==> src/cpu_settings.svh <==
`ifndef CPU_SETTINGS_SVH
`define CPU_SETTINGS_SVH

// Datapath and address widths
`define WORD_W 32       // Data and address word
`define REG_AW 5        // Register number

// First fetch address after reset
`define RESET_PC 32'h1000

// Data memory holds 2**DMEM_AW words
`define DMEM_AW 6

`endif
==> src/cpuPkg.sv <==
`include "cpu_settings.svh"

package cpuPkg;

    typedef logic [`WORD_W-1:0] word_t;        // Data or address word
    typedef logic [`REG_AW-1:0] regAddr_t;     // Register number
    typedef logic [15:0]        imm16_t;       // I-type immediate field
    typedef logic [25:0]        jTarget_t;     // J-type target field

    // Primary opcodes of the retained subset
    typedef enum logic [5:0] {
        opR    = 6'b000000,
        opJ    = 6'b000010,
        opBeq  = 6'b000100,
        opBne  = 6'b000101,
        opAddi = 6'b001000,
        opLw   = 6'b100011,
        opSw   = 6'b101011
    } opcode_t;

    // R-type funct codes
    typedef enum logic [5:0] {
        fnAdd = 6'b100000,
        fnSub = 6'b100010,
        fnAnd = 6'b100100,
        fnOr  = 6'b100101,
        fnSlt = 6'b101010
    } funct_t;

    // ALU control, classic MIPS encoding
    typedef enum logic [2:0] {
        aluAnd = 3'b000,
        aluOr  = 3'b001,
        aluAdd = 3'b010,
        aluSub = 3'b110,
        aluSlt = 3'b111
    } aluOp_t;

    typedef struct packed {
        logic   aluSrc;     // Immediate as operand B
        logic   memWrite;   // Store to data memory
        logic   memToReg;   // Load data goes to register
        logic   regWrite;   // Register commit
        logic   beq;
        logic   bne;
        logic   jump;
        aluOp_t aluOp;
    } ctrl_t;

    typedef struct packed {
        ctrl_t    ctrl;
        regAddr_t dest;     // rd or rt
        word_t    immExt;   // Sign-extended immediate
        jTarget_t jTarget;
    } decoded_t;

    typedef struct packed {
        logic     valid;
        regAddr_t addr;
        word_t    data;
    } regWrite_t;

    typedef struct packed {
        logic  valid;
        word_t addr;        // Byte address from the ALU
        word_t data;
    } store_t;

endpackage

==> src/resultStage.sv <==
`include "cpu_settings.svh"

module resultStage import cpuPkg::*; (
    input  logic      Clk,
    input  logic      arstN,
    input  decoded_t  decoded,
    input  word_t     aluResult,     // Result or effective address
    input  word_t     rtData,        // Store data
    output regWrite_t regCommit,
    output store_t    storeCommit
);

    localparam int DmemWords = 2 ** `DMEM_AW;

    word_t                dmem [DmemWords];
    logic [`DMEM_AW-1:0]  wordIdx;
    word_t                loadData;

    // Byte offset dropped, upper bits wrap
    assign wordIdx  = aluResult[`DMEM_AW+1:2];
    assign loadData = dmem[wordIdx];   // Combinational read

    // Commit records for this cycle's instruction
    assign regCommit.valid = decoded.ctrl.regWrite;   // Already qualified in decode
    assign regCommit.addr  = decoded.dest;
    assign regCommit.data  = decoded.ctrl.memToReg ? loadData : aluResult;

    assign storeCommit.valid = decoded.ctrl.memWrite;
    assign storeCommit.addr  = aluResult;
    assign storeCommit.data  = rtData;

    always_ff @(posedge Clk or negedge arstN) begin
        if (!arstN) begin
            for (int i = 0; i < DmemWords; i++) begin
                dmem[i] <= '0;
            end
        end else if (storeCommit.valid) begin
            dmem[wordIdx] <= storeCommit.data;   // sw lands on the edge
        end
    end

endmodule

==> config.mk <==
export PLATFORM = sky130hd
export DESIGN_NAME = resultStage
export DESIGN_NICKNAME = d
export VERILOG_FILES = /design/src/cpuPkg.sv /design/src/resultStage.sv
export VERILOG_INCLUDE_DIRS = /design/src
export SDC_FILE = /design/constraint.sdc
export NUM_CORES = 2
export LEC_CHECK = 0
export BUFFER_PORTS_ARGS = -buffer_cell sky130_fd_sc_hd__clkbuf_2
export CAP_MARGIN = 10
export CORE_ASPECT_RATIO = 0.7
export CORE_MARGIN = 10
export CORE_UTILIZATION = 25
export CTS_CLUSTER_DIAMETER = 200
export DETAILED_ROUTE_END_ITERATION = 7
export SLEW_MARGIN = 20
export SYNTH_ARGS = -nofsm -noshare
export SYNTH_HDL_FRONTEND = slang
export SYNTH_SLANG_ARGS = --single-unit
==> constraint.sdc <==
create_clock -name Clk -period 4.35 [get_ports Clk]
set_input_delay 0.87 -clock Clk [delete_from_list [all_inputs] [get_ports Clk]]
set_output_delay 0.87 -clock Clk [all_outputs]
set_load 0.05 [all_outputs]
==> results_dict.tcl <==
set metrics [dict create \
    outcome "complete, but fails checks" \
    violations "setup timing" \
    synth.most_common_cell "mux2_2" \
    whs_ns 0.490 \
    coreArea_sq_mm 0.375 \
    instances_no_fill 12100 \
    crit_arrival_ns 3.59 \
    drc 0 \
    synth_edf_count 0 \
    ys_async_sr_fraction_pct 100 \
    p_sw_share_pct 26.5 \
    design_area_sq_mm 0.112 \
    cts_tree "yes" \
    initialDrtViolationCount 7369 \
    slowest_stage "a222oi_1" \
    power_leakage_nw 50.9 \
    startpoint "aluResult[4]" \
    ys_seq_elements 2048 \
    worstSkewPairLatency_ns 0.85 \
    maxSlewHeadroom_pct 24.7 \
    min_from "dmem[158]" \
    track_usage_pct 17.3 \
    min_period_ns 4.46 \
    cp_common_cell "buf_12" \
    drt-total-wl_mm 364 \
    grt_pass1_wl_mm 508 \
    crit_fanout 21 \
    first_pass_iters 6 \
    combinationalPowerShare_pct 15.3 \
    cts_root_buf "clkbuf_16" \
    synth_area_sq_mm 0.0941 \
    cp_cell_sequence "buf_12, buf_12, inv_8, buf_12, buf_4, a221o_1, a222oi_1, o221ai_1, o32a_1, buf_12" \
    slowest_delay_ns 0.51 \
    holdCritPathClass "flip-flop to flip-flop" \
    p_total_mw 47.5 \
    num_rows 188 \
    wl_per_cell_microns 30.1 \
    cp_num_buf_inv 6 \
    switchingPower_mw 12.6 \
    layout_top_registers "dmem: 2048 flops" \
    start_kind "input pin" \
    synthCells 6664 \
    synth_largest_area_cell "dfrtp_1" \
    clk_pin_slew_ns 0.07 \
    largest_register_ffs 2048 \
    final.setup_skew_ns 0 \
    cp.required_ns 3.48 \
    seq_area_frac_synth_pct 54.5 \
    syn_area_per_cell_sq_um 14.1 \
    crit_family "compound AO/OA/AOI/OAI gates" \
    die_w_microns 753 \
    maxCapViolations 0 \
    reg2reg_from "dmem[156]" \
    cts_buffers 189 \
    area_growth_pct 19.1 \
    p_seq_share_pct 48.0 \
    ys_types 70 \
    power_density_mw_per_mm2 424 \
    io_pins 242 \
    clockPowerShare_pct 36.7 \
    place_inst 11700 \
    fill_cells 36900 \
    finalWeightedCongestion 0.855 \
    synth_top_area_share_pct 54.5 \
    finalSetupViolations 7 \
    post_route_cells_drive_above_1_share_pct 51.8 \
    rsz0062_at_grt "yes" \
    antenna_left 0 \
    regMostFlops "dmem" \
    num-nets-final 7070 \
    vdd_drop_max_v 0.000304 \
    hpwl_mm 235 \
    slew_viol_final 0 \
    grt_remaining_overflow 0 \
    cts.sink_count 2048 \
    grt_start_max_net_pins 190 \
    clk_path_buf_depth 4 \
    finalCritPeriodShare_pct 103 \
    p_int_mw 34.9 \
    ys_top_cells_by_area "dfrtp_1 54%, mux2_2 26%, mux4_2 4.1%" \
    fin_tns_setup_ns -0.212 \
    dieHeight_microns 533 \
    syn-num-nets 6803 \
    viasPerCell 5.31 \
    start_util_pct 25.1 \
    crit_type "input pin to output pin" \
    via_count 64300 \
    place_area_sq_mm 0.105 \
    yosys_warnings 0 \
    end_kind "output pin" \
    hold_viol_final 0 \
    synthFlopType "dfrtp_1" \
    antenna_found_initial 25 \
    worst_pin_slew_ns 1.13 \
    dieArea_sq_mm 0.402 \
    grt_pass1_vias 65600 \
    synth_common_cells "2190 x mux2_2, 2048 x dfrtp_1, 290 x clkbuf_1" \
    fmaxAchievable_mhz 224 \
    port_buffers 164 \
    layout_setup_ws_ns -0.114 \
    h-tree-depth 4 \
]
[layer usage]
layer  share of wire [%]  up-vias  track usage [%]
li1                    -    25200                -
met1                  44    34900             24.7
met2                  42     3490             24.9
met3                  11      700             5.25
met4                 3.4        8             5.43
met5               0.019        -                0
[repair_timing]
item	CTS	global route
gates cloned	2	3
endpoints found under the hold margin	39	0
resized for setup	62	40
pin swaps	10	10
endpoints found under the setup margin	31	28
hold buffers	1	0
setup buffers	14	8
[power by group through the flow]
stage,sequential (mW),combinational (mW),clock [mW]
after floorplan,22.7,4.61,0
after global placement,22.9,6.89,0
after detailed placement,23.1,7.11,0
after CTS,22.8,7.20,17.6
after global routing,23.1,7.74,18.4
final,22.8,7.28,17.4
[logic make-up (layout without fill, tap and decap cells)]
family | count (synthesis) | in the layout | synth area share (%)
muxes | 2607 | 2607 | 33.0
DFF | 2048 | 2048 | 54.5
AOI/OAI and AO/OA | 867 | 867 | 6.95
buffers and inverters | 783 | 1189 | 4.02
and+or+nand+nor | 359 | 359 | 1.62
other | 0 | 3 | 0
[layout make-up]
type	count	area, sq um	share of cell area [%]
Antenna cell	3	7.51	0.00670
Clock buffer	276	5440	4.86
Tap cell	5035	6300	5.62
Timing Repair Buffer	856	8410	7.50
Multi-Input combinational cell	3833	39900	35.6
Inverter	3	28.8	0.0257
Clock inverter	54	759	0.678
Sequential cell	2048	51200	45.7
[layout by cell type, fill, tap and decap left out, types with 36 or more instances in the layout]
| cell type | count |
|---|---|
| clkbuf_16 | 196 |
| a22oi_1 | 122 |
| o22ai_1 | 92 |
| nor2_4 | 37 |
| a221o_1 | 47 |
| mux2_2 | 2190 |
| dfrtp_1 | 2048 |
| buf_4 | 545 |
| buf_12 | 162 |
| a21oi_1 | 85 |
| a221oi_1 | 206 |
| mux2i_1 | 208 |
| clkbuf_2 | 127 |
| mux4_2 | 171 |
| nand2_2 | 36 |
| nand2_1 | 99 |
| o21ai_0 | 86 |
| clkbuf_1 | 53 |
| nor2_1 | 129 |
[through the flow]
stage | util, % | worst slack, ns
final | 29.9 | -0.114
after global routing | 29.9 | -0.0574
after CTS | 29.8 | -0.0294
after detailed placement | 28.0 | -0.380
after global placement | 28.0 | -0.477
after floorplan | - | 0.268
[worst paths after layout]
check | to | slack [ns] | depth (start not counted)
worst max-delay path | regCommit[31] | -0.11 | 10
worst min-delay path | dmem[158] | 0.49 | 1
worst max register to register | dmem[156] | 3.54 | 1
worst min register to register | dmem[158] | 0.49 | 1
max in group asynchronous | dmem[1742] | 2.22 | 4
min in group asynchronous | dmem[452] | 0.53 | 2
Note: power is estimated with default switching activity, not from simulation.
