--- src/cpu_settings.svh ---
`ifndef CPU_SETTINGS_SVH
`define CPU_SETTINGS_SVH

// Datapath and address widths
`define WORD_W 32       // Data and address word
`define REG_AW 5        // Register number

// First fetch address after reset
`define RESET_PC 32'h1000

// Data memory holds 2**DMEM_AW words
`define DMEM_AW 6

`endif
--- src/cpuPkg.sv ---
`include "cpu_settings.svh"

package cpuPkg;

    typedef logic [`WORD_W-1:0] word_t;        // Data or address word
    typedef logic [`REG_AW-1:0] regAddr_t;     // Register number
    typedef logic [15:0]        imm16_t;       // I-type immediate field
    typedef logic [25:0]        jTarget_t;     // J-type target field

    // Primary opcodes of the retained subset
    typedef enum logic [5:0] {
        opR    = 6'b000000,
        opJ    = 6'b000010,
        opBeq  = 6'b000100,
        opBne  = 6'b000101,
        opAddi = 6'b001000,
        opLw   = 6'b100011,
        opSw   = 6'b101011
    } opcode_t;

    // R-type funct codes
    typedef enum logic [5:0] {
        fnAdd = 6'b100000,
        fnSub = 6'b100010,
        fnAnd = 6'b100100,
        fnOr  = 6'b100101,
        fnSlt = 6'b101010
    } funct_t;

    // ALU control, classic MIPS encoding
    typedef enum logic [2:0] {
        aluAnd = 3'b000,
        aluOr  = 3'b001,
        aluAdd = 3'b010,
        aluSub = 3'b110,
        aluSlt = 3'b111
    } aluOp_t;

    typedef struct packed {
        logic   aluSrc;     // Immediate as operand B
        logic   memWrite;   // Store to data memory
        logic   memToReg;   // Load data goes to register
        logic   regWrite;   // Register commit
        logic   beq;
        logic   bne;
        logic   jump;
        aluOp_t aluOp;
    } ctrl_t;

    typedef struct packed {
        ctrl_t    ctrl;
        regAddr_t dest;     // rd or rt
        word_t    immExt;   // Sign-extended immediate
        jTarget_t jTarget;
    } decoded_t;

    typedef struct packed {
        logic     valid;
        regAddr_t addr;
        word_t    data;
    } regWrite_t;

    typedef struct packed {
        logic  valid;
        word_t addr;        // Byte address from the ALU
        word_t data;
    } store_t;

endpackage

--- src/regFile.sv ---
`include "cpu_settings.svh"

module regFile import cpuPkg::*; (
    input  logic      Clk,
    input  logic      arstN,
    input  regAddr_t  rs,
    input  regAddr_t  rt,
    output word_t     rsData,
    output word_t     rtData,
    input  regWrite_t regCommit   // Write port from write-back
);

    localparam int NumRegs = 2 ** `REG_AW;

    word_t regs [NumRegs];

    // r0 reads as zero regardless of contents
    assign rsData = (rs == '0) ? '0 : regs[rs];
    assign rtData = (rt == '0) ? '0 : regs[rt];

    always_ff @(posedge Clk or negedge arstN) begin
        if (!arstN) begin
            for (int i = 0; i < NumRegs; i++) begin
                regs[i] <= '0;
            end
        end else if (regCommit.valid && (regCommit.addr != '0)) begin
            regs[regCommit.addr] <= regCommit.data;   // Rising-edge write
        end
    end

endmodule

--- config.mk ---
export PLATFORM = sky130hd
export DESIGN_NAME = regFile
export DESIGN_NICKNAME = d
export VERILOG_FILES = /design/src/cpuPkg.sv /design/src/regFile.sv
export VERILOG_INCLUDE_DIRS = /design/src
export SDC_FILE = /design/constraint.sdc
export NUM_CORES = 2
export LEC_CHECK = 0
export BUFFER_PORTS_ARGS = -buffer_cell sky130_fd_sc_hd__buf_2
export CORE_UTILIZATION = 30
export DETAILED_ROUTE_END_ITERATION = 6
export GPL_ROUTABILITY_DRIVEN = 1
export PLACE_DENSITY = 0.46
export SLEW_MARGIN = 20
export SYNTH_ARGS = -nofsm -noshare
export SYNTH_HDL_FRONTEND = slang
export SYNTH_SLANG_ARGS = --single-unit
--- constraint.sdc ---
create_clock -name Clk -period 1.8 [get_ports Clk]
set_input_delay 0.27 -clock Clk [delete_from_list [all_inputs] [get_ports Clk]]
set_output_delay 0.27 -clock Clk [all_outputs]
set_load 0.01 [all_outputs]
==> results.sh <==
export IMPL_power_leakage_nw=30.8
export IMPL_yosys_top_cells_area="dfrtp_1, mux2_2, mux4_2"
export IMPL_critPathArrivalTime_ns=2.52
export IMPL_fin_ws_ns=-0.985
export IMPL_reg_largest_list="regs x1024"
export IMPL_hold_viol=0
export IMPL_htree_levels=4
export IMPL_core_area_um2=181000
export IMPL_dp_hpwl_um=143000
export IMPL_synth_avg_cell_area_um2=15.2
export IMPL_drc=0
export IMPL_ys_ff_latch=1024
export IMPL_ys_seq_area_share_pct=46.6
export IMPL_die_x_um=430
export IMPL_holdCritStartpoint="regCommit[28]"
export IMPL_start_kind="flip-flop"
export IMPL_syn_area_um2=55000
export IMPL_cts_root_buf="clkbuf_16"
export IMPL_synth_fp_nets=3663
export IMPL_synth_top_area_share_pct=46.6
export IMPL_nets=4211
export IMPL_ys_flop_type="dfrtp_1"
export IMPL_vias_per_cell=5.49
export IMPL_powerDensity_nw_per_um2=1060
export IMPL_period_needed_ns=2.79
export IMPL_vias=36400
export IMPL_yosys_area_top_type="dfrtp_1"
export IMPL_cts_buffers=131
export IMPL_io_buffers=113
export IMPL_fin_skew_ns=0
export IMPL_drive_gt1_share_pct=65.6
export IMPL_path_class="flip-flop to output pin"
export IMPL_drt_initial_drc_count=2161
export IMPL_final_min_period_over_clock_period_pct=155
export IMPL_wirelength_um=207000
export IMPL_row_count=156
export IMPL_cts_sinks=1024
export IMPL_hold_path_depth=2
export IMPL_syn_inst=3613
export IMPL_ir_worst_vdd_mv=0.990
export IMPL_critical_path_max_stage_delay_ns=0.44
export IMPL_dp_slack_ns=-0.975
export IMPL_r2r_cells=3
export IMPL_slew_viol_final=0
export IMPL_gp_congestion=0.811
export IMPL_final_core_util_pct=39.2
export IMPL_cts_tree="done"
export IMPL_synthToLayoutAreaGrowth_pct=29.3
export IMPL_max_freq_ghz=0.359
export IMPL_synth_edf_count=0
export IMPL_clk_latency_ns=0.76
export IMPL_async_reset_ff_share_pct=100
export IMPL_status="finished with violations"
export IMPL_antenna_found_initial=9
export IMPL_largest_reg_flops=1024
export IMPL_crit_top_cell="buf_6"
export IMPL_yosysWarnings=0
export IMPL_netlist_top_cells_count="dfrtp_1, mux2_2, mux4_2"
export IMPL_ios=114
export IMPL_critPathTopFamily="multiplexers"
export IMPL_regMostFlops="regs"
export IMPL_failed_checks="negative setup slack"
export IMPL_cp_depth=7
export IMPL_rsz0062_at_grt="yes"
export IMPL_crit_chain="buf_6 > mux4_2 > mux2_4 > o21ai_2 > a311oi_2 > buf_4 > buf_6"
export IMPL_grt_ovfl_total=0
export IMPL_yosysMostFrequentCell="dfrtp_1"
export IMPL_rr_startpoint="regs[540]"
export IMPL_grt_usage_pct=22.5
export IMPL_first_pass_iters=5
export IMPL_slew_headroom_pct=39.7
export IMPL_antenna_left=0
export IMPL_setup_violations=64
export IMPL_start_util_pct=30.3
export IMPL_critPathBufInv=3
export IMPL_cp_slowest_cell="mux4_2"
export IMPL_path_clk_slew_ns=0.05
export IMPL_cp_end_kind="output pin"
export IMPL_wl_per_cell_um=31.2
export IMPL_grt_pass1_wl_um=298000
export IMPL_worst_slew_pin_slew_ns=0.902
export IMPL_reg2reg_slack_ns=0.81
export IMPL_hp_class="input pin to flip-flop"
export IMPL_yosysUniqueCellTypes=37
export IMPL_grt_pass1_vias=38700
export IMPL_max_cap_viol_count=0
export IMPL_die_h_um=430
export IMPL_grt_max_degree=80
export IMPL_r2r_end="regs[540]"
export IMPL_clock_path_buffers=3
export IMPL_fin_tns_setup_ns=-53.39
export IMPL_path_max_fanout=2
export IMPL_worstPathRequired_ns=1.53
export IMPL_dieArea_um2=185000
export IMPL_whs_endpoint="regs[988]"
## metal layers
metal	global-route usage (%)	vias up	wire length [µm]
li1	-	15200	-
met1	30.0	20000	90600
met2	37.9	856	103000
met3	2.96	294	7750
met4	7.01	6	6010
met5	0	-	33
## kinds of logic (layout without fill, tap and decap cells)
group	Yosys count	count (layout)	synth area share (%)
buffers and inverters	427	1073	4.20
AND/OR/NAND/NOR	161	161	1.64
multiplexers	1632	1632	42.7
flip-flops	1024	1024	46.6
other	0	1	0
AO/OA/AOI/OAI	369	369	4.82
## cell type report
cell class	instances	area (µm²)
Sequential cell	1024	25600
Timing Repair Buffer	840	8850
Clock buffer	194	4010
Clock inverter	37	477
Multi-Input combinational cell	2162	29100
Tap cell	2370	2970
Antenna cell	1	2.50
Inverter	2	12.5
Fill cell	16800	110000
## power breakdown
part / total, W / leakage, nW / switching, W / internal, W
Sequential: 0.0306 / 13.1 / 0.00318 / 0.0274
Clock: 0.0274 / 2.21 / 0.0108 / 0.0166
Combinational: 0.0170 / 15.4 / 0.00674 / 0.0102
Total: 0.0750 / 30.8 / 0.0207 / 0.0542
## worst reg2reg max path, delay by kind of cell (launching register included)
kind | cells | cell delay [ns]
DFF | 1 | 0.39
buffers and inverters | 2 | 0.25
muxes | 1 | 0.24
## metrics by stage
step / cell area, µm² / hold slack [ns] / cells / total power, W
2_1_floorplan: 55800 / -0.0256 / 3613 / 0.0403
3_3_place_gp: 65200 / 0.227 / 6399 / 0.0466
3_5_place_dp: 65200 / 0.220 / 6399 / 0.0469
4_1_cts: 70700 / 0.0808 / 6621 / 0.0754
5_1_grt: 71000 / 0.131 / 6630 / 0.0782
6_report: 71000 / 0.140 / 6630 / 0.0750
## worst max-delay path by stage
| stage | startpoint | slack [ns] | endpoint |
|---|---|---|---|
| global placement | rs[1] | -1.02 | rsData[31] |
| detailed placement | rs[1] | -0.97 | rsData[23] |
| finish | regs[918] | -0.99 | rsData[22] |
| floorplan | rs[2] | -0.03 | rsData[0] |
| global route | regs[918] | -1.07 | rsData[22] |
| CTS | regs[1015] | -1.08 | rsData[23] |
## cell usage in the layout (no fill, tap or decap), types with 16 or more instances in the layout
| master | count |
|---|---|
| buf_4 | 505 |
| a221oi_2 | 34 |
| o21ai_4 | 18 |
| a22oi_2 | 20 |
| mux2_4 | 41 |
| dfrtp_1 | 1024 |
| mux2_1 | 75 |
| buf_2 | 96 |
| o21ai_1 | 33 |
| a311oi_2 | 44 |
| nor2_4 | 18 |
| a311oi_4 | 20 |
| clkbuf_8 | 35 |
| o21ai_2 | 62 |
| mux2i_1 | 125 |
| a211oi_2 | 51 |
| a22oi_1 | 44 |
| nand2_1 | 32 |
| mux2_2 | 940 |
| buf_6 | 19 |
| clkbuf_1 | 21 |
| nor2b_1 | 55 |
| buf_12 | 214 |
| mux4_2 | 437 |
| clkbuf_16 | 138 |
| clkinv_2 | 16 |
## timing repair
item | in CTS | in global routing
pin swaps | 88 | 60
hold buffers | 2 | 0
endpoints found under the setup margin | 64 | 64
setup buffers | 5 | 9
gates cloned | 0 | 0
hold endpoints to repair | 679 | 0
gates resized for setup | 259 | 84
Note: power is estimated with default switching activity, not from simulation.
