`src/cpu_settings.svh`:
```
`ifndef CPU_SETTINGS_SVH
`define CPU_SETTINGS_SVH

// Datapath and address widths
`define WORD_W 32       // Data and address word
`define REG_AW 5        // Register number

// First fetch address after reset
`define RESET_PC 32'h1000

// Data memory holds 2**DMEM_AW words
`define DMEM_AW 6

`endif
```
`src/cpuPkg.sv`:
```
`include "cpu_settings.svh"

package cpuPkg;

    typedef logic [`WORD_W-1:0] word_t;        // Data or address word
    typedef logic [`REG_AW-1:0] regAddr_t;     // Register number
    typedef logic [15:0]        imm16_t;       // I-type immediate field
    typedef logic [25:0]        jTarget_t;     // J-type target field

    // Primary opcodes of the retained subset
    typedef enum logic [5:0] {
        opR    = 6'b000000,
        opJ    = 6'b000010,
        opBeq  = 6'b000100,
        opBne  = 6'b000101,
        opAddi = 6'b001000,
        opLw   = 6'b100011,
        opSw   = 6'b101011
    } opcode_t;

    // R-type funct codes
    typedef enum logic [5:0] {
        fnAdd = 6'b100000,
        fnSub = 6'b100010,
        fnAnd = 6'b100100,
        fnOr  = 6'b100101,
        fnSlt = 6'b101010
    } funct_t;

    // ALU control, classic MIPS encoding
    typedef enum logic [2:0] {
        aluAnd = 3'b000,
        aluOr  = 3'b001,
        aluAdd = 3'b010,
        aluSub = 3'b110,
        aluSlt = 3'b111
    } aluOp_t;

    typedef struct packed {
        logic   aluSrc;     // Immediate as operand B
        logic   memWrite;   // Store to data memory
        logic   memToReg;   // Load data goes to register
        logic   regWrite;   // Register commit
        logic   beq;
        logic   bne;
        logic   jump;
        aluOp_t aluOp;
    } ctrl_t;

    typedef struct packed {
        ctrl_t    ctrl;
        regAddr_t dest;     // rd or rt
        word_t    immExt;   // Sign-extended immediate
        jTarget_t jTarget;
    } decoded_t;

    typedef struct packed {
        logic     valid;
        regAddr_t addr;
        word_t    data;
    } regWrite_t;

    typedef struct packed {
        logic  valid;
        word_t addr;        // Byte address from the ALU
        word_t data;
    } store_t;

endpackage

```
`src/instrDecode.sv`:
```
`include "cpu_settings.svh"

module instrDecode import cpuPkg::*; (
    input  word_t    instr,
    input  logic     regInstrValid,   // Fetch port qualifier
    output decoded_t decoded,
    output regAddr_t rs,
    output regAddr_t rt
);

    opcode_t  opcode;
    funct_t   funct;
    regAddr_t rd;
    imm16_t   imm;
    ctrl_t    ctrl;
    logic     useRd;       // R-type writes rd
    regAddr_t dest;

    assign opcode = opcode_t'(instr[31:26]);  // Unknown codes hit default
    assign funct  = funct_t'(instr[5:0]);
    assign rs     = instr[25:21];
    assign rt     = instr[20:16];
    assign rd     = instr[15:11];
    assign imm    = instr[15:0];

    // Control decoder, everything off unless the opcode says otherwise
    always_comb begin
        ctrl       = '0;
        ctrl.aluOp = aluAdd;
        useRd      = 1'b0;
        case (opcode)
            opR: begin
                useRd = 1'b1;
                ctrl.regWrite = 1'b1;
                case (funct)
                    fnAdd:   ctrl.aluOp = aluAdd;
                    fnSub:   ctrl.aluOp = aluSub;
                    fnAnd:   ctrl.aluOp = aluAnd;
                    fnOr:    ctrl.aluOp = aluOr;
                    fnSlt:   ctrl.aluOp = aluSlt;
                    default: ctrl.regWrite = 1'b0;   // Unknown funct is a no-op
                endcase
            end
            opAddi: begin
                ctrl.aluSrc   = 1'b1;
                ctrl.regWrite = 1'b1;
            end
            opLw: begin
                ctrl.aluSrc   = 1'b1;   // Base plus offset
                ctrl.memToReg = 1'b1;
                ctrl.regWrite = 1'b1;
            end
            opSw: begin
                ctrl.aluSrc   = 1'b1;
                ctrl.memWrite = 1'b1;
            end
            opBeq: begin
                ctrl.beq   = 1'b1;
                ctrl.aluOp = aluSub;
            end
            opBne: begin
                ctrl.bne   = 1'b1;
                ctrl.aluOp = aluSub;
            end
            opJ:     ctrl.jump = 1'b1;
            default: ;                  // Falls through to PC+4
        endcase
    end

    assign dest = useRd ? rd : rt;

    // Writes need a live instruction, r0 never commits
    always_comb begin
        decoded          = '0;
        decoded.ctrl     = ctrl;
        decoded.ctrl.regWrite = ctrl.regWrite && regInstrValid && (dest != '0);
        decoded.ctrl.memWrite = ctrl.memWrite && regInstrValid;
        decoded.dest     = dest;
        decoded.immExt   = {{(`WORD_W - 16){imm[15]}}, imm};   // Sign extend
        decoded.jTarget  = instr[25:0];
    end

endmodule

```
`config.mk`:
```
export PLATFORM = sky130hd
export DESIGN_NAME = instrDecode
export DESIGN_NICKNAME = d
export VERILOG_FILES = /design/src/cpuPkg.sv /design/src/instrDecode.sv
export VERILOG_INCLUDE_DIRS = /design/src
export SDC_FILE = /design/constraint.sdc
export NUM_CORES = 1
export LEC_CHECK = 0
export BUFFER_PORTS_ARGS = -buffer_cell sky130_fd_sc_hd__buf_2
export CAP_MARGIN = 5
export CORE_MARGIN = 4
export CORE_UTILIZATION = 32
export DETAILED_ROUTE_END_ITERATION = 8
export PLACE_DENSITY = 0.89
export SLEW_MARGIN = 20
export SYNTH_ARGS = -nofsm -noshare
export SYNTH_HDL_FRONTEND = slang
export SYNTH_SLANG_ARGS = --single-unit
```
`constraint.sdc`:
```
create_clock -name vclk -period 1.6
set_input_delay 0.32 -clock vclk [all_inputs]
set_output_delay 0.32 -clock vclk [all_outputs]
set_load 0.01 [all_outputs]
```
==> key figures <==
Clocking
  • Hold buffer count at CTS: 0

Layout
  • Finished Core Util: 0.404
  • Net count, final: 180
  • Clock buffer instance count of the final layout: 0
  • Post-route cell area: 992 um^2
  • Area of all sequential standard cells: 0 um^2
  • Antenna diodes: 0
  • Fill count: 287
  • Num sequential: 0
  • Share of layout cells above drive strength 1: 0.834
  • Layout overhead on the synthesized area: 21.6%

Floorplanning
  • Placement Rows: 18
  • IO Pins: 116
  • Die height: 58.5 um
  • Die area: 0.00342 mm^2
  • Starting utilization of the core area: 0.332
  • Total core area: 0.00245 mm^2
  • Die extent in x: 58.5 um

Global routing
  • Number of antenna violations at the first check in global routing: 0
  • Residual overflow from global routing: 0
  • Vias in the first global route: 709
  • Gr usage total: 0.104
  • Pin count of the biggest net entering global routing: 18
  • Global-route wire length before repair: 2980 um

Pwr
  • Logic gate share of total power: 1.000
  • Leakage Power: 0.553 nW
  • Clk pwr share: 0
  • Maximum vdd drop: 0.131 mV
  • Net switching share of the total power: 0.491
  • Seq pwr share: 0
  • Int Power: 0.128 mW
  • Net load switching power: 0.123 mW
  • Pwr/cell area: 253 mW/mm^2

Synth
  • Multiplexer area fraction after synthesis: 0.0813
  • Synth Area in Compound Gates: 0.0399
  • Warning count from the yosys run: 0
  • Sequential-to-total area share from yosys stat: 0
  • Share of Yosys cell area claimed by the top area cell type: 0.626
  • Post-Synth Adder-Cell Area: 0
  • Number of cells produced by synthesis: 110
  • Top post-synthesis cells by count: sky130_fd_sc_hd__buf_4, sky130_fd_sc_hd__mux2_2, sky130_fd_sc_hd__nor2_1, sky130_fd_sc_hd__nor3_1, sky130_fd_sc_hd__inv_1
  • Most frequent cell after synthesis: sky130_fd_sc_hd__buf_4
  • Biggest area contributors in the synthesized netlist: sky130_fd_sc_hd__buf_4, sky130_fd_sc_hd__mux2_2, sky130_fd_sc_hd__nor2_4
  • Post-Syn Area per Cell: 7.42 um^2
  • Count of cell types in the netlist: 27
  • Area share of xor/xnor cells in the synthesized design: 0
  • Leading area contributor after synthesis: sky130_fd_sc_hd__buf_4
  • Dominant combinational cell family by area after synthesis: buffers and inverters
  • Cell area after technology mapping: 816 um^2
  • Simple-gate share of the synthesized area: 0.239
  • Net count of the mapped netlist: 143

Worst setup path
  • Data arrival time of the worst path: 1400 ps
  • Req. time, crit path: 1280 ps
  • Critical Path Sink Type: output pin
  • Largest delay contributor family on the critical path: simple AND/OR/NAND/NOR gates
  • Ordered cell list for the critical path: buf_6, or4_4, nor3_2, and4bb_2, buf_6
  • Kind of critical path: input port to output pin
  • Cell repeated most along the worst path: sky130_fd_sc_hd__buf_6
  • Worst-path maximum fanout: 2
  • Critical path's slowest cell: sky130_fd_sc_hd__or4_4
  • Capture point of the critical path: decoded[69]
  • Critical path's largest stage delay: 520 ps
  • Number of stages on the worst setup path: 5
  • Worst setup path start: instr[14]
  • Buf+Inv Stages, Crit Path: 2
  • Nature of the critical path startpoint: input port

STA
  • Setup violations, final: 3
  • Shortest period the worst path allows: 1720 ps
  • Hold violation total from the final report: 0
  • Period utilisation layout: 1.08
  • Max-slew violation total from the final report: 0
  • Worst slew pin tran: 258 ps
  • Slew HR: 0.826
  • Sum Neg Setup Slack: -220 ps
  • RSZ-0062 raised after global routing: yes
  • Achievable Freq: 580 MHz
  • Worst path setup slack after routing: -123 ps

Placement
  • RePlAce Congestion: 0.719
  • Post-detail-place hpwl: 1740 um
  • Port Buffers: 86
  • Pre-CTS worst setup slack: -183 ps
  • Total cell area at the placement stage: 886 um^2

Drt
  • Count of nets left with antenna violations after detail routing: 0
  • Detailed Route Iter0 Violations: 12
  • Routed vias: 760
  • Total iterations of the first detailed-routing run: 4
  • Overall routed net length: 2030 um
  • Mean number of vias per cell: 4.34
  • Post-detailed-route wirelength per cell: 11.6 um
  • DRC viols: 0

Run
  • Max_cap viols: 0

Run status
  • Run status: complete, but fails checks
  • Failing checks: negative setup slack

Worst hold path
  • Hold WC Path Type: input port to output pin
cell type report:
cell class	instances	area (um^2)	area share
well taps	30	37.5	0.0378
repair buffers	103	614	0.619
multi-input cells	39	329	0.332
inverters	3	11.3	0.0113
cells by family (layout without fill, tap and decap cells):
| logic type | count (synthesis) | after routing |
|---|---|---|
| AOI/OAI and AO/OA | 5 | 5 |
| buffers and inverters | 71 | 106 |
| muxes | 6 | 6 |
| and+or+nand+nor | 28 | 28 |
worst min path at each step:
stage | startpoint | endpoint | slack, ps | cells after the start
after floorplan | instr[27] | decoded[67] | 690 | 1
after global placement | instr[24] | rs[3] | 640 | 0
after detailed placement | instr[24] | rs[3] | 640 | 0
after CTS | instr[24] | rs[3] | 640 | 0
after global routing | instr[10] | decoded[36] | 640 | 0
final | instr[10] | decoded[36] | 640 | 0
per-stage QoR:
step,power (mW),hold WS (ps),std cells
6_report,0.251,640,175
5_1_grt,0.273,640,175
4_1_cts,0.248,640,174
3_5_place_dp,0.229,640,173
3_3_place_gp,0.227,640,173
2_1_floorplan,0.214,690,110
routing by layer:
layer	global-route usage	vias up	routed length [um]
li1	-	372	-
met1	0.126	331	760
met2	0.183	51	983
met5	0	-	0
met4	0.0298	0	48
met3	0.0219	6	241
power by group through the flow:
stage	Sequential [mW]	Clock, mW	Combinational (mW)
after floorplan	0	0	0.214
after global placement	0	0	0.227
after detailed placement	0	0	0.229
after CTS	0	0	0.248
after global routing	0	0	0.273
final	0	0	0.251
cells in the final DEF, fill, tap and decap left out, drive strengths merged:
cell    count
nand2b      1
mux2        5
nand3b      1
and4bb      1
and2        1
and4b       1
nor2        7
or3         1
inv         3
mux2i       1
nor4        1
or2         1
o21ai       1
nor3b       1
nor3        4
a41oi       1
o22ai       2
nand3       3
or3b        2
a31oi       1
or4         1
nand2       2
buf       103
timing repair:
| item | CTS | global route |
|---|---|---|
| gates resized for setup | 17 | 6 |
| pin swaps | 8 | 3 |
| buffers inserted | 1 | 1 |
| endpoints found under the setup margin | 4 | 5 |
| hold endpoints to repair | 0 | 0 |
Note: power is estimated with default switching activity, not from simulation.
