### src/cpu_settings.svh
`ifndef CPU_SETTINGS_SVH
`define CPU_SETTINGS_SVH

// Datapath and address widths
`define WORD_W 32       // Data and address word
`define REG_AW 5        // Register number

// First fetch address after reset
`define RESET_PC 32'h1000

// Data memory holds 2**DMEM_AW words
`define DMEM_AW 6

`endif
### src/cpuPkg.sv
`include "cpu_settings.svh"

package cpuPkg;

    typedef logic [`WORD_W-1:0] word_t;        // Data or address word
    typedef logic [`REG_AW-1:0] regAddr_t;     // Register number
    typedef logic [15:0]        imm16_t;       // I-type immediate field
    typedef logic [25:0]        jTarget_t;     // J-type target field

    // Primary opcodes of the retained subset
    typedef enum logic [5:0] {
        opR    = 6'b000000,
        opJ    = 6'b000010,
        opBeq  = 6'b000100,
        opBne  = 6'b000101,
        opAddi = 6'b001000,
        opLw   = 6'b100011,
        opSw   = 6'b101011
    } opcode_t;

    // R-type funct codes
    typedef enum logic [5:0] {
        fnAdd = 6'b100000,
        fnSub = 6'b100010,
        fnAnd = 6'b100100,
        fnOr  = 6'b100101,
        fnSlt = 6'b101010
    } funct_t;

    // ALU control, classic MIPS encoding
    typedef enum logic [2:0] {
        aluAnd = 3'b000,
        aluOr  = 3'b001,
        aluAdd = 3'b010,
        aluSub = 3'b110,
        aluSlt = 3'b111
    } aluOp_t;

    typedef struct packed {
        logic   aluSrc;     // Immediate as operand B
        logic   memWrite;   // Store to data memory
        logic   memToReg;   // Load data goes to register
        logic   regWrite;   // Register commit
        logic   beq;
        logic   bne;
        logic   jump;
        aluOp_t aluOp;
    } ctrl_t;

    typedef struct packed {
        ctrl_t    ctrl;
        regAddr_t dest;     // rd or rt
        word_t    immExt;   // Sign-extended immediate
        jTarget_t jTarget;
    } decoded_t;

    typedef struct packed {
        logic     valid;
        regAddr_t addr;
        word_t    data;
    } regWrite_t;

    typedef struct packed {
        logic  valid;
        word_t addr;        // Byte address from the ALU
        word_t data;
    } store_t;

endpackage

### src/fetchUnit.sv
`include "cpu_settings.svh"

module fetchUnit import cpuPkg::*; (
    input  logic  Clk,
    input  logic  arstN,
    input  logic  instrValid,    // Instruction retires this cycle
    input  logic  branchTaken,   // Taken branch or jump
    input  word_t branchTarget,
    output word_t pc,
    output word_t pcPlus4
);

    word_t nextPc;

    assign pcPlus4 = pc + word_t'(4);                        // Sequential successor
    assign nextPc  = branchTaken ? branchTarget : pcPlus4;   // Redirect wins

    // PC only moves on an accepted instruction
    always_ff @(posedge Clk or negedge arstN) begin
        if (!arstN) begin
            pc <= `RESET_PC;
        end else if (instrValid) begin
            pc <= nextPc;
        end
    end

endmodule

### config.mk
export PLATFORM = sky130hd
export DESIGN_NAME = fetchUnit
export DESIGN_NICKNAME = d
export VERILOG_FILES = /design/src/cpuPkg.sv /design/src/fetchUnit.sv
export VERILOG_INCLUDE_DIRS = /design/src
export SDC_FILE = /design/constraint.sdc
export NUM_CORES = 1
export LEC_CHECK = 0
export ABC_AREA = 1
export BUFFER_PORTS_ARGS = -buffer_cell sky130_fd_sc_hd__buf_2
export CORE_MARGIN = 3
export CORE_UTILIZATION = 45
export DETAILED_ROUTE_END_ITERATION = 6
export PLACE_DENSITY_LB_ADDON = 0.1
export SLEW_MARGIN = 20
export SYNTH_ARGS = -nofsm -noshare
export SYNTH_HDL_FRONTEND = slang
export SYNTH_SLANG_ARGS = --single-unit
### constraint.sdc
create_clock -name Clk -period 2.4 [get_ports Clk]
set_input_delay 0.12 -clock Clk [delete_from_list [all_inputs] [get_ports Clk]]
set_output_delay 0.12 -clock Clk [all_outputs]
set_load 0.05 [all_outputs]
==> run metrics, run 1 <==
status completed; fmax 479 MHz; Yosys top cell by area dfrtp_1; DP HPWL 5080 um; Ys Warns 0; final WL 6710 um; Clock Path Buffers 2; cell family with most CP delay simple AND/OR/NAND/NOR gates; Sequential Power Share 0.326; Worst-Skew Late Latency 290 ps; Tcrit/Tclk final 0.870; wire length per cell 12.2 um; Clock Pin Slew Worst Setup and Hold Paths 70 ps; Max Slew Vio Count 0; Rows 26; RSZ-0062 raised after global routing false; final hold viol count 0; type of the worst min-delay path in2reg; Layout area overhead 26.1%; CP max FO 5; Worst path depth 9; antenna violations before repair 0; ANT nets after route 0; Max Cap Viol 0; Required @ worst endpoint 2280 ps; synth top area cells dfrtp_1 (31%), nand2_1 (22%), nand3_1 (9.9%), inv_1 (8.0%), nor2_1 (4.1%); setup TNS 0 ps; DRT iter0 DRCs 125; biggest regs pc (32); CP cell instances ha_1 > nand2_1 > nor2_2 > nand2_4 > nor2_4 > nand2_1 > nand2_1 > and2_1 > buf_2; Mapped Cells 383; fraction of the mapped netlist area in compound gates 0.0413; xor and xnor area share after synthesis 0.0710; DIE AREA 0.00645 mm2; final core occ 0.598; Synth Net Count 420; hold_ws 56.1 ps; mux cell area share after synthesis 0.00907; Setup Buffers After CTS 0; most frequent CP cell nand2_1; Slew @ Worst Pin 755 ps; Die X-Extent 80.3 um; Post-Synth Simple-Gate Area 0.443; PortBufs 99; Avg Vias per Cell 4.71; Multi-input gate area 0.00144 mm2; area of the core 0.00524 mm2; max FFs per register 32; arrival time worst endpoint 1970 ps; Inserted Clock Buffers 5; share of cells above drive strength 1 0.291; Syn Area/Cell 6.48 um2; Placed Cells 539; power share of the combinational group 0.474; Final nets 514; CTS tree yes; htree depth 2; worst-case reg-to-reg path depth 9; CP peak stage delay 400 ps; Psw 1.14 mW; crit start category flop; Initial Util 0.474; largest net degree at the start of global routing 46; Worst Path Buf+Inv 1; Cell Int Power 1.08 mW; post_cts resized 0; Slowest cell on crit path dfrtp_1; hold path depth 2; Sw Ratio 0.514; Post-Synthesis Cell Area 0.00248 mm2; Post-Synth Adder-Cell Area 0.00504; area share of the largest cell type after synthesis 0.312; Layout Skew 4.11 ps; PD cells 709 mW/mm2; grt total ovfl 0; DR pass1 iterations 4; DRC viols 0; ant diodes 0; global placement routability congestion 0.870; CP Class reg2out; CP Capture Type output port; Register Area 802 um2; register bit count reported by yosys 32; root buffer cell clkbuf_8; clock share of power 0.200; fill cell count 516; Die Span Y 80.3 um; share of the yosys chip area belonging to registers 0.323; boundary pin count 100; largest family of logic cells by synthesized area simple AND/OR/NAND/NOR gates; number of global-route vias before repair 2387; Worst VDD drop 0.474 mV; largest reg by FF count pc; relative slew slack 0.497; clock sink count 32; GRT Overall Usage 0.214; first-pass GRT wire length 10900 um; via count 2579; Netlist cell types 23; Cell Count, Final, Fillers Out 548; Leak 1.71 nW; final setup vio count 0; Final min period 2090 ps
==> final timing paths <==
check	startpoint	to	slack (ps)
min reg2reg	pc[0]	pc[0]	520
max in group asynchronous	arstN	pc[16]	1480
max reg2reg	pc[12]	pc[23]	790
min	branchTarget[0]	pc[0]	60
min in group asynchronous	arstN	pc[20]	430
max	pc[3]	pcPlus4[26]	310
==> cells in the mapped netlist (all sizes together) <==
library cell and count:
xor2 14, dfrtp 31, mux2 2, xnor2 1
o211ai 5, nor2 40, and2 4, dfstp 1
inv 54, ha 1, buf 6, o21ai 13
nand2 154, clkbuf 8, nand3 49
==> power groups by stage <==
stage          registers [mW]  logic [mW]  clock network (mW)
2_1_floorplan           0.975       0.564                   0
3_3_place_gp            0.732        1.05                   0
3_5_place_dp            0.734        1.06                   0
4_1_cts                 0.724        1.06               0.457
5_1_grt                 0.740        1.12               0.486
6_report                0.724        1.05               0.445
==> layer usage <==
layer,part of all wire,global-route usage
met4,0.0085,0.0541
met1,0.43,0.257
met5,0,0
met2,0.51,0.391
met3,0.057,0.0370
==> timing repair <==
action,CTS,global route
endpoints found under the hold margin,31,0
hold buffers,1,0
endpoints found under the setup margin,0,0
==> layout make-up <==
class                           instances  share of cell area
Clock buffer                            6              0.0264
Multi-Input combinational cell        283               0.458
Inverter                               54              0.0647
Timing Repair Buffer                  101               0.164
Sequential cell                        32               0.256
Tap cell                               70              0.0280
Clock inverter                          2             0.00319
==> kinds of logic after synthesis <==
| group | count (synthesis) |
|---|---|
| and+or+nand+nor | 247 |
| buffers and inverters | 68 |
| DFF | 32 |
| AOI/OAI and AO/OA | 18 |
| xor gates and xnor gates | 15 |
| muxes | 2 |
| adders and majority gates | 1 |
==> placed cells by master (no fill, tap or decap) <==
cell           count
clkinv_2           2
xor2_2             8
xor2_1             6
dlygate4sd3_1      1
o211ai_1           5
nor2_4            10
nor2_1            27
buf_2             99
xnor2_1            1
mux2_2             2
buf_4              1
o21ai_0           13
inv_2              1
dfrtp_1           31
nand2_1          148
nand2_4            2
nand2_2            4
ha_1               1
nand3_1           49
dfstp_2            1
nor2_2             3
and2_1             4
clkbuf_8           6
inv_1             53
==> per-stage QoR <==
| step | instance area [um2] | setup WS (ps) | total power, mW |
|---|---|---|---|
| after floorplan | 2500 | 88.2 | 1.54 |
| after global placement | 3030 | 469 | 1.78 |
| after detailed placement | 3030 | 395 | 1.79 |
| after CTS | 3130 | 280 | 2.24 |
| after global routing | 3130 | 110 | 2.35 |
| final | 3130 | 312 | 2.22 |
Note: power is estimated with default switching activity, not from simulation.
==> run 2, diff against run 1 <==
--- a/config.mk
+++ b/config.mk
@@ -6,7 +6,6 @@
 export SDC_FILE = /design/constraint.sdc
 export NUM_CORES = 1
 export LEC_CHECK = 0
-export ABC_AREA = 1
 export BUFFER_PORTS_ARGS = -buffer_cell sky130_fd_sc_hd__buf_2
 export CORE_MARGIN = 3
 export CORE_UTILIZATION = 45
==> run metrics, run 2 <==
status completed; Main synth FF type dfrtp_1; Ys Warns 0; clock sink count 32; Final nets 447; type of the worst min-delay path in2reg; CP max FO 10; most common cell after layout, fill and taps aside buf_2; Tcrit/Tclk final 0.958; PD cells 720 mW/mm2; DR pass1 iterations 6; arrival time worst endpoint 2180 ps; Placed Cells 467; Max Cap Viol 0; DRC viols 0; Die X-Extent 79.4 um; DRT iter0 DRCs 114; global placement routability congestion 0.874; CP Capture Type output port; Post-Synth Adder-Cell Area 0.00517; final setup vio count 0; Post-Synth Simple-Gate Area 0.279; largest family of logic cells by synthesized area simple AND/OR/NAND/NOR gates; fill cell count 470; Worst VDD drop 0.526 mV; max FFs per register 32; DP HPWL 5630 um; grt total ovfl 0; Final min period 2300 ps; root buffer cell clkbuf_8; count leader, synth dfrtp_1; Syn Area/Cell 8.04 um2; fmax 435 MHz; Required @ worst endpoint 2280 ps; crit start category flop; area of the core 0.00514 mm2; Post-Synthesis Cell Area 0.00242 mm2; Cell Count, Final, Fillers Out 481; mux cell area share after synthesis 0.0134; biggest regs pc (32); Avg Vias per Cell 5.70; register bit count reported by yosys 32; wire length per cell 16.0 um; synth top area cells dfrtp_1 (32%), xnor2_1 (5.8%), nor2_1 (4.3%), xor2_1 (4.3%), nand4_1 (4.1%); Layout Skew 7.37 ps; async set-reset flop share out of synthesis 1.00; final hold viol count 0; Die Span Y 79.4 um; Inserted Clock Buffers 5; number of global-route vias before repair 2632; Rows 26; antenna violations before repair 0; CTS tree yes; final WL 7690 um; area share of the largest cell type after synthesis 0.320; Yosys top cell by area dfrtp_1; CP Class reg2out; boundary pin count 100; fraction of the mapped netlist area in compound gates 0.210; Worst-Skew Late Latency 290 ps; EDFF count, synth 0; Place WS 295 ps; Layout area overhead 40.8%; first-pass GRT wire length 12700 um; share of cells above drive strength 1 0.411; Clock Pin Slew Worst Setup and Hold Paths 70 ps; PortBufs 99; share of the yosys chip area belonging to registers 0.331; top cells by count, synth dfrtp_1 (31), nor2_1 (28), nand2_1 (22); ANT nets after route 0; Initial Util 0.471; most frequent cells in the layout buf_2 (92), nor2_1 (28), buf_4 (28); Max Slew Vio Count 0; Synth Net Count 338; htree depth 2; largest net degree at the start of global routing 34; relative slew slack 0.480; via count 2741; Leak 1.50 nW; Slew @ Worst Pin 780 ps; DIE AREA 0.00630 mm2; xor and xnor area share after synthesis 0.101; total chip power 2.45 mW; Netlist cell types 49; Register Area 815 um2; Clock Path Buffers 2; final worst slack 101 ps; Multi-input gate area 0.00166 mm2; GRT Overall Usage 0.252; ant diodes 0; Mapped Cells 301; largest reg by FF count pc
-- run 2: cell types whose count changed in the layout (fill, tap and decap cells not counted), sizes merged, moves of 12 or more --
cell	previous run	this run
a22oi	0	13
xnor2	1	16
inv	54	11
nand4	0	17
buf	100	121
nand3	49	16
nor2	40	28
nand2	154	22
a21oi	0	15
-- run 2: report_power, final --
group | switching, mW | internal, mW
Sequential | 0.153 | 0.625
Clock | 0.210 | 0.234
Combinational | 0.893 | 0.339
-- run 2: routing by layer --
layer / up-vias / GRT usage / wire length (um)
li1: 1333 / - / -
met1: 1294 / 0.339 / 3350
met2: 103 / 0.423 / 3710
met3: 11 / 0.0408 / 510
met4: 0 / 0.0619 / 123
met5: - / 0 / 0
-- run 2: per-stage QoR --
stage                     hold WS, ps  area [um2]   util  setup TNS [ps]
after CTS                        50.6        3340  0.650               0
final                            52.4        3410  0.663               0
after detailed placement          242        3210  0.624               0
after floorplan                  -176        2570      -            -283
after global placement            235        3210  0.624               0
after global routing             62.2        3410  0.663          -0.330
-- run 2: timing repair --
action / CTS / global route
setup endpoints to repair: 2 / 12
hold buffers: 1 / 0
hold endpoints to repair: 31 / 0
buffers inserted: 5 / 0
resized for setup: 0 / 22
pin swaps: 2 / 1
-- run 2: kinds of logic after synthesis --
family                     after synthesis
buffers and inverters                   35
AOI/OAI and AO/OA                       76
muxes                                    3
DFF                                     32
xor gates and xnor gates                28
and+or+nand+nor                        126
adders and majority gates                1
-- run 2: path summary, 6_finish.rpt --
path	start	endpoint	slack, ps	depth (start not counted)
max	pc[12]	pcPlus4[23]	100	6
min	branchTarget[2]	pc[2]	50	3
max reg2reg	pc[22]	pc[30]	350	4
min reg2reg	pc[0]	pc[0]	520	1
max in group asynchronous	arstN	pc[7]	1410	2
min in group asynchronous	arstN	pc[0]	440	2
-- run 2: worst max-delay path, cell delays in order, from the launching register on --
cell and delay [ps]:
dfstp_2 600, and4_1 280, nand4_1 100, buf_4 190, nor3_2 300, xor2_2 150, buf_2 270
-- run 2: area by class of cell --
cell class                 count  share of cell area
inverter                      12              0.0132
multi-input combinational    234               0.486
clock buffer                   8              0.0264
sequential                    32               0.239
timing repair buffer         125               0.210
tap                           70              0.0257
==> run 3, diff against run 2 <==
--- a/config.mk
+++ b/config.mk
@@ -11,7 +11,9 @@
 export CORE_UTILIZATION = 45
 export DETAILED_ROUTE_END_ITERATION = 6
 export PLACE_DENSITY_LB_ADDON = 0.1
+export SETUP_SLACK_MARGIN = 0.5
 export SLEW_MARGIN = 20
 export SYNTH_ARGS = -nofsm -noshare
 export SYNTH_HDL_FRONTEND = slang
 export SYNTH_SLANG_ARGS = --single-unit
+export TNS_END_PERCENT = 5
==> run metrics, run 3 (synthesis gave the netlist of run 2 again) <==
status completed; Inserted Clock Buffers 5; Layout Skew 5.93 ps; antenna violations before repair 0; most frequent cells in the layout buf_2 (88), buf_4 (43), nor2_1 (26); largest reg by FF count pc; Worst-Skew Late Latency 280 ps; clock sink count 32; wire length per cell 16.5 um; most common cell after layout, fill and taps aside buf_2; area of the core 0.00514 mm2; ant diodes 0; crit start category flop; Sequential Power Share 0.313; biggest regs pc (32); htree depth 2; CTS tree yes; clock share of power 0.171; hold_ws 67.0 ps; DP HPWL 5720 um; arrival time worst endpoint 2080 ps; Cell Int Power 1.26 mW; Clock Path Buffers 2; ANT nets after route 0; Die X-Extent 79.4 um; type of the worst min-delay path in2reg; Worst Path Buf+Inv 2; Max Slew Vio Count 0; cell family with most CP delay flip-flops; root buffer cell clkbuf_8; final setup vio count 0; Final min period 2200 ps; Layout area overhead 55.1%; Multi-input gate area 0.00185 mm2; GRT Overall Usage 0.265; fill cell count 442; Avg Vias per Cell 5.87; Die Span Y 79.4 um; PD cells 681 mW/mm2; CP cell instances and4_1 > nand4_1 > buf_4 > nor2_1 > xnor2_2 > buf_2; via count 2907; share of cells above drive strength 1 0.496; DRC viols 0; boundary pin count 100; Slew @ Worst Pin 758 ps; largest net degree at the start of global routing 33; grt total ovfl 0; number of global-route vias before repair 2601; relative slew slack 0.495; CP max FO 10; CP Class reg2out; Initial Util 0.471; Tcrit/Tclk final 0.918; Required @ worst endpoint 2280 ps; Register Area 835 um2; Final nets 461; Leak 1.67 nW; CP peak stage delay 620 ps; final WL 8160 um; DR pass1 iterations 6; Clock Pin Slew Worst Setup and Hold Paths 70 ps; fmax 454 MHz; Rows 26; Psw 1.30 mW; DIE AREA 0.00630 mm2; Slowest cell on crit path dfstp_4; final hold viol count 0; first-pass GRT wire length 13100 um; Sw Ratio 0.508; CP Capture Type output port; PortBufs 99; Worst VDD drop 0.571 mV; power share of the combinational group 0.516; DRT iter0 DRCs 222; setup TNS 0 ps; global placement routability congestion 0.857; RSZ-0062 raised after global routing true; max FFs per register 32; Max Cap Viol 0
## run 3: power groups by stage
stage	clock (mW)	combinational [mW]	sequential, mW
after floorplan	0	0.723	1.04
after global placement	0	1.23	0.804
after detailed placement	0	1.23	0.810
after CTS	0.445	1.30	0.795
after global routing	0.464	1.39	0.818
final	0.436	1.32	0.801
## run 3: what timing repair did
item | in CTS | in global routing
hold endpoints to repair | 31 | 0
buffers inserted | 10 | 11
pin swaps | 4 | 5
endpoints found under the setup margin | 26 | 36
gates resized for setup | 26 | 3
hold buffers | 1 | 0
## run 3: tightest hold or removal path, stage by stage
cell     delay (ps)
buf_2            80
a21oi_1          50
o21ai_0          70
## run 3: worst paths after layout
kind	start	to	slack (ps)	depth (start not counted)
max in group asynchronous	arstN	pc[8]	1420	2
setup / recovery	pc[12]	pcPlus4[21]	200	6
min in group asynchronous	arstN	pc[25]	440	2
hold reg to reg	pc[1]	pc[1]	530	1
hold / removal	branchTarget[2]	pc[2]	70	3
setup reg to reg	pc[12]	pc[25]	370	5
## run 3: layer usage
layer / up-vias / routed length, um / track usage
met5: - / 0 / 0
met4: 0 / 116 / 0.0842
met3: 10 / 541 / 0.0363
met2: 122 / 3880 / 0.418
met1: 1415 / 3630 / 0.377
li1: 1360 / - / -
## run 3: area by class of cell
type | instances | share of cell area
Tap cell | 70 | 0.0233
Inverter | 12 | 0.0120
Multi-Input combinational cell | 234 | 0.492
Clock inverter | 2 | 0.00267
Timing Repair Buffer | 139 | 0.226
Clock buffer | 6 | 0.0220
Sequential cell | 32 | 0.222
## run 3: stage by stage
stage / worst slack, ps / instances / utilization / cell area (um2) / power (mW)
2_1_floorplan: 156 / 301 / - / 2780 / 1.77
3_3_place_gp: 327 / 465 / 0.658 / 3380 / 2.03
3_5_place_dp: 308 / 465 / 0.658 / 3380 / 2.04
4_1_cts: 170 / 484 / 0.712 / 3660 / 2.54
5_1_grt: 91.6 / 495 / 0.731 / 3750 / 2.68
6_report: 197 / 495 / 0.731 / 3750 / 2.56
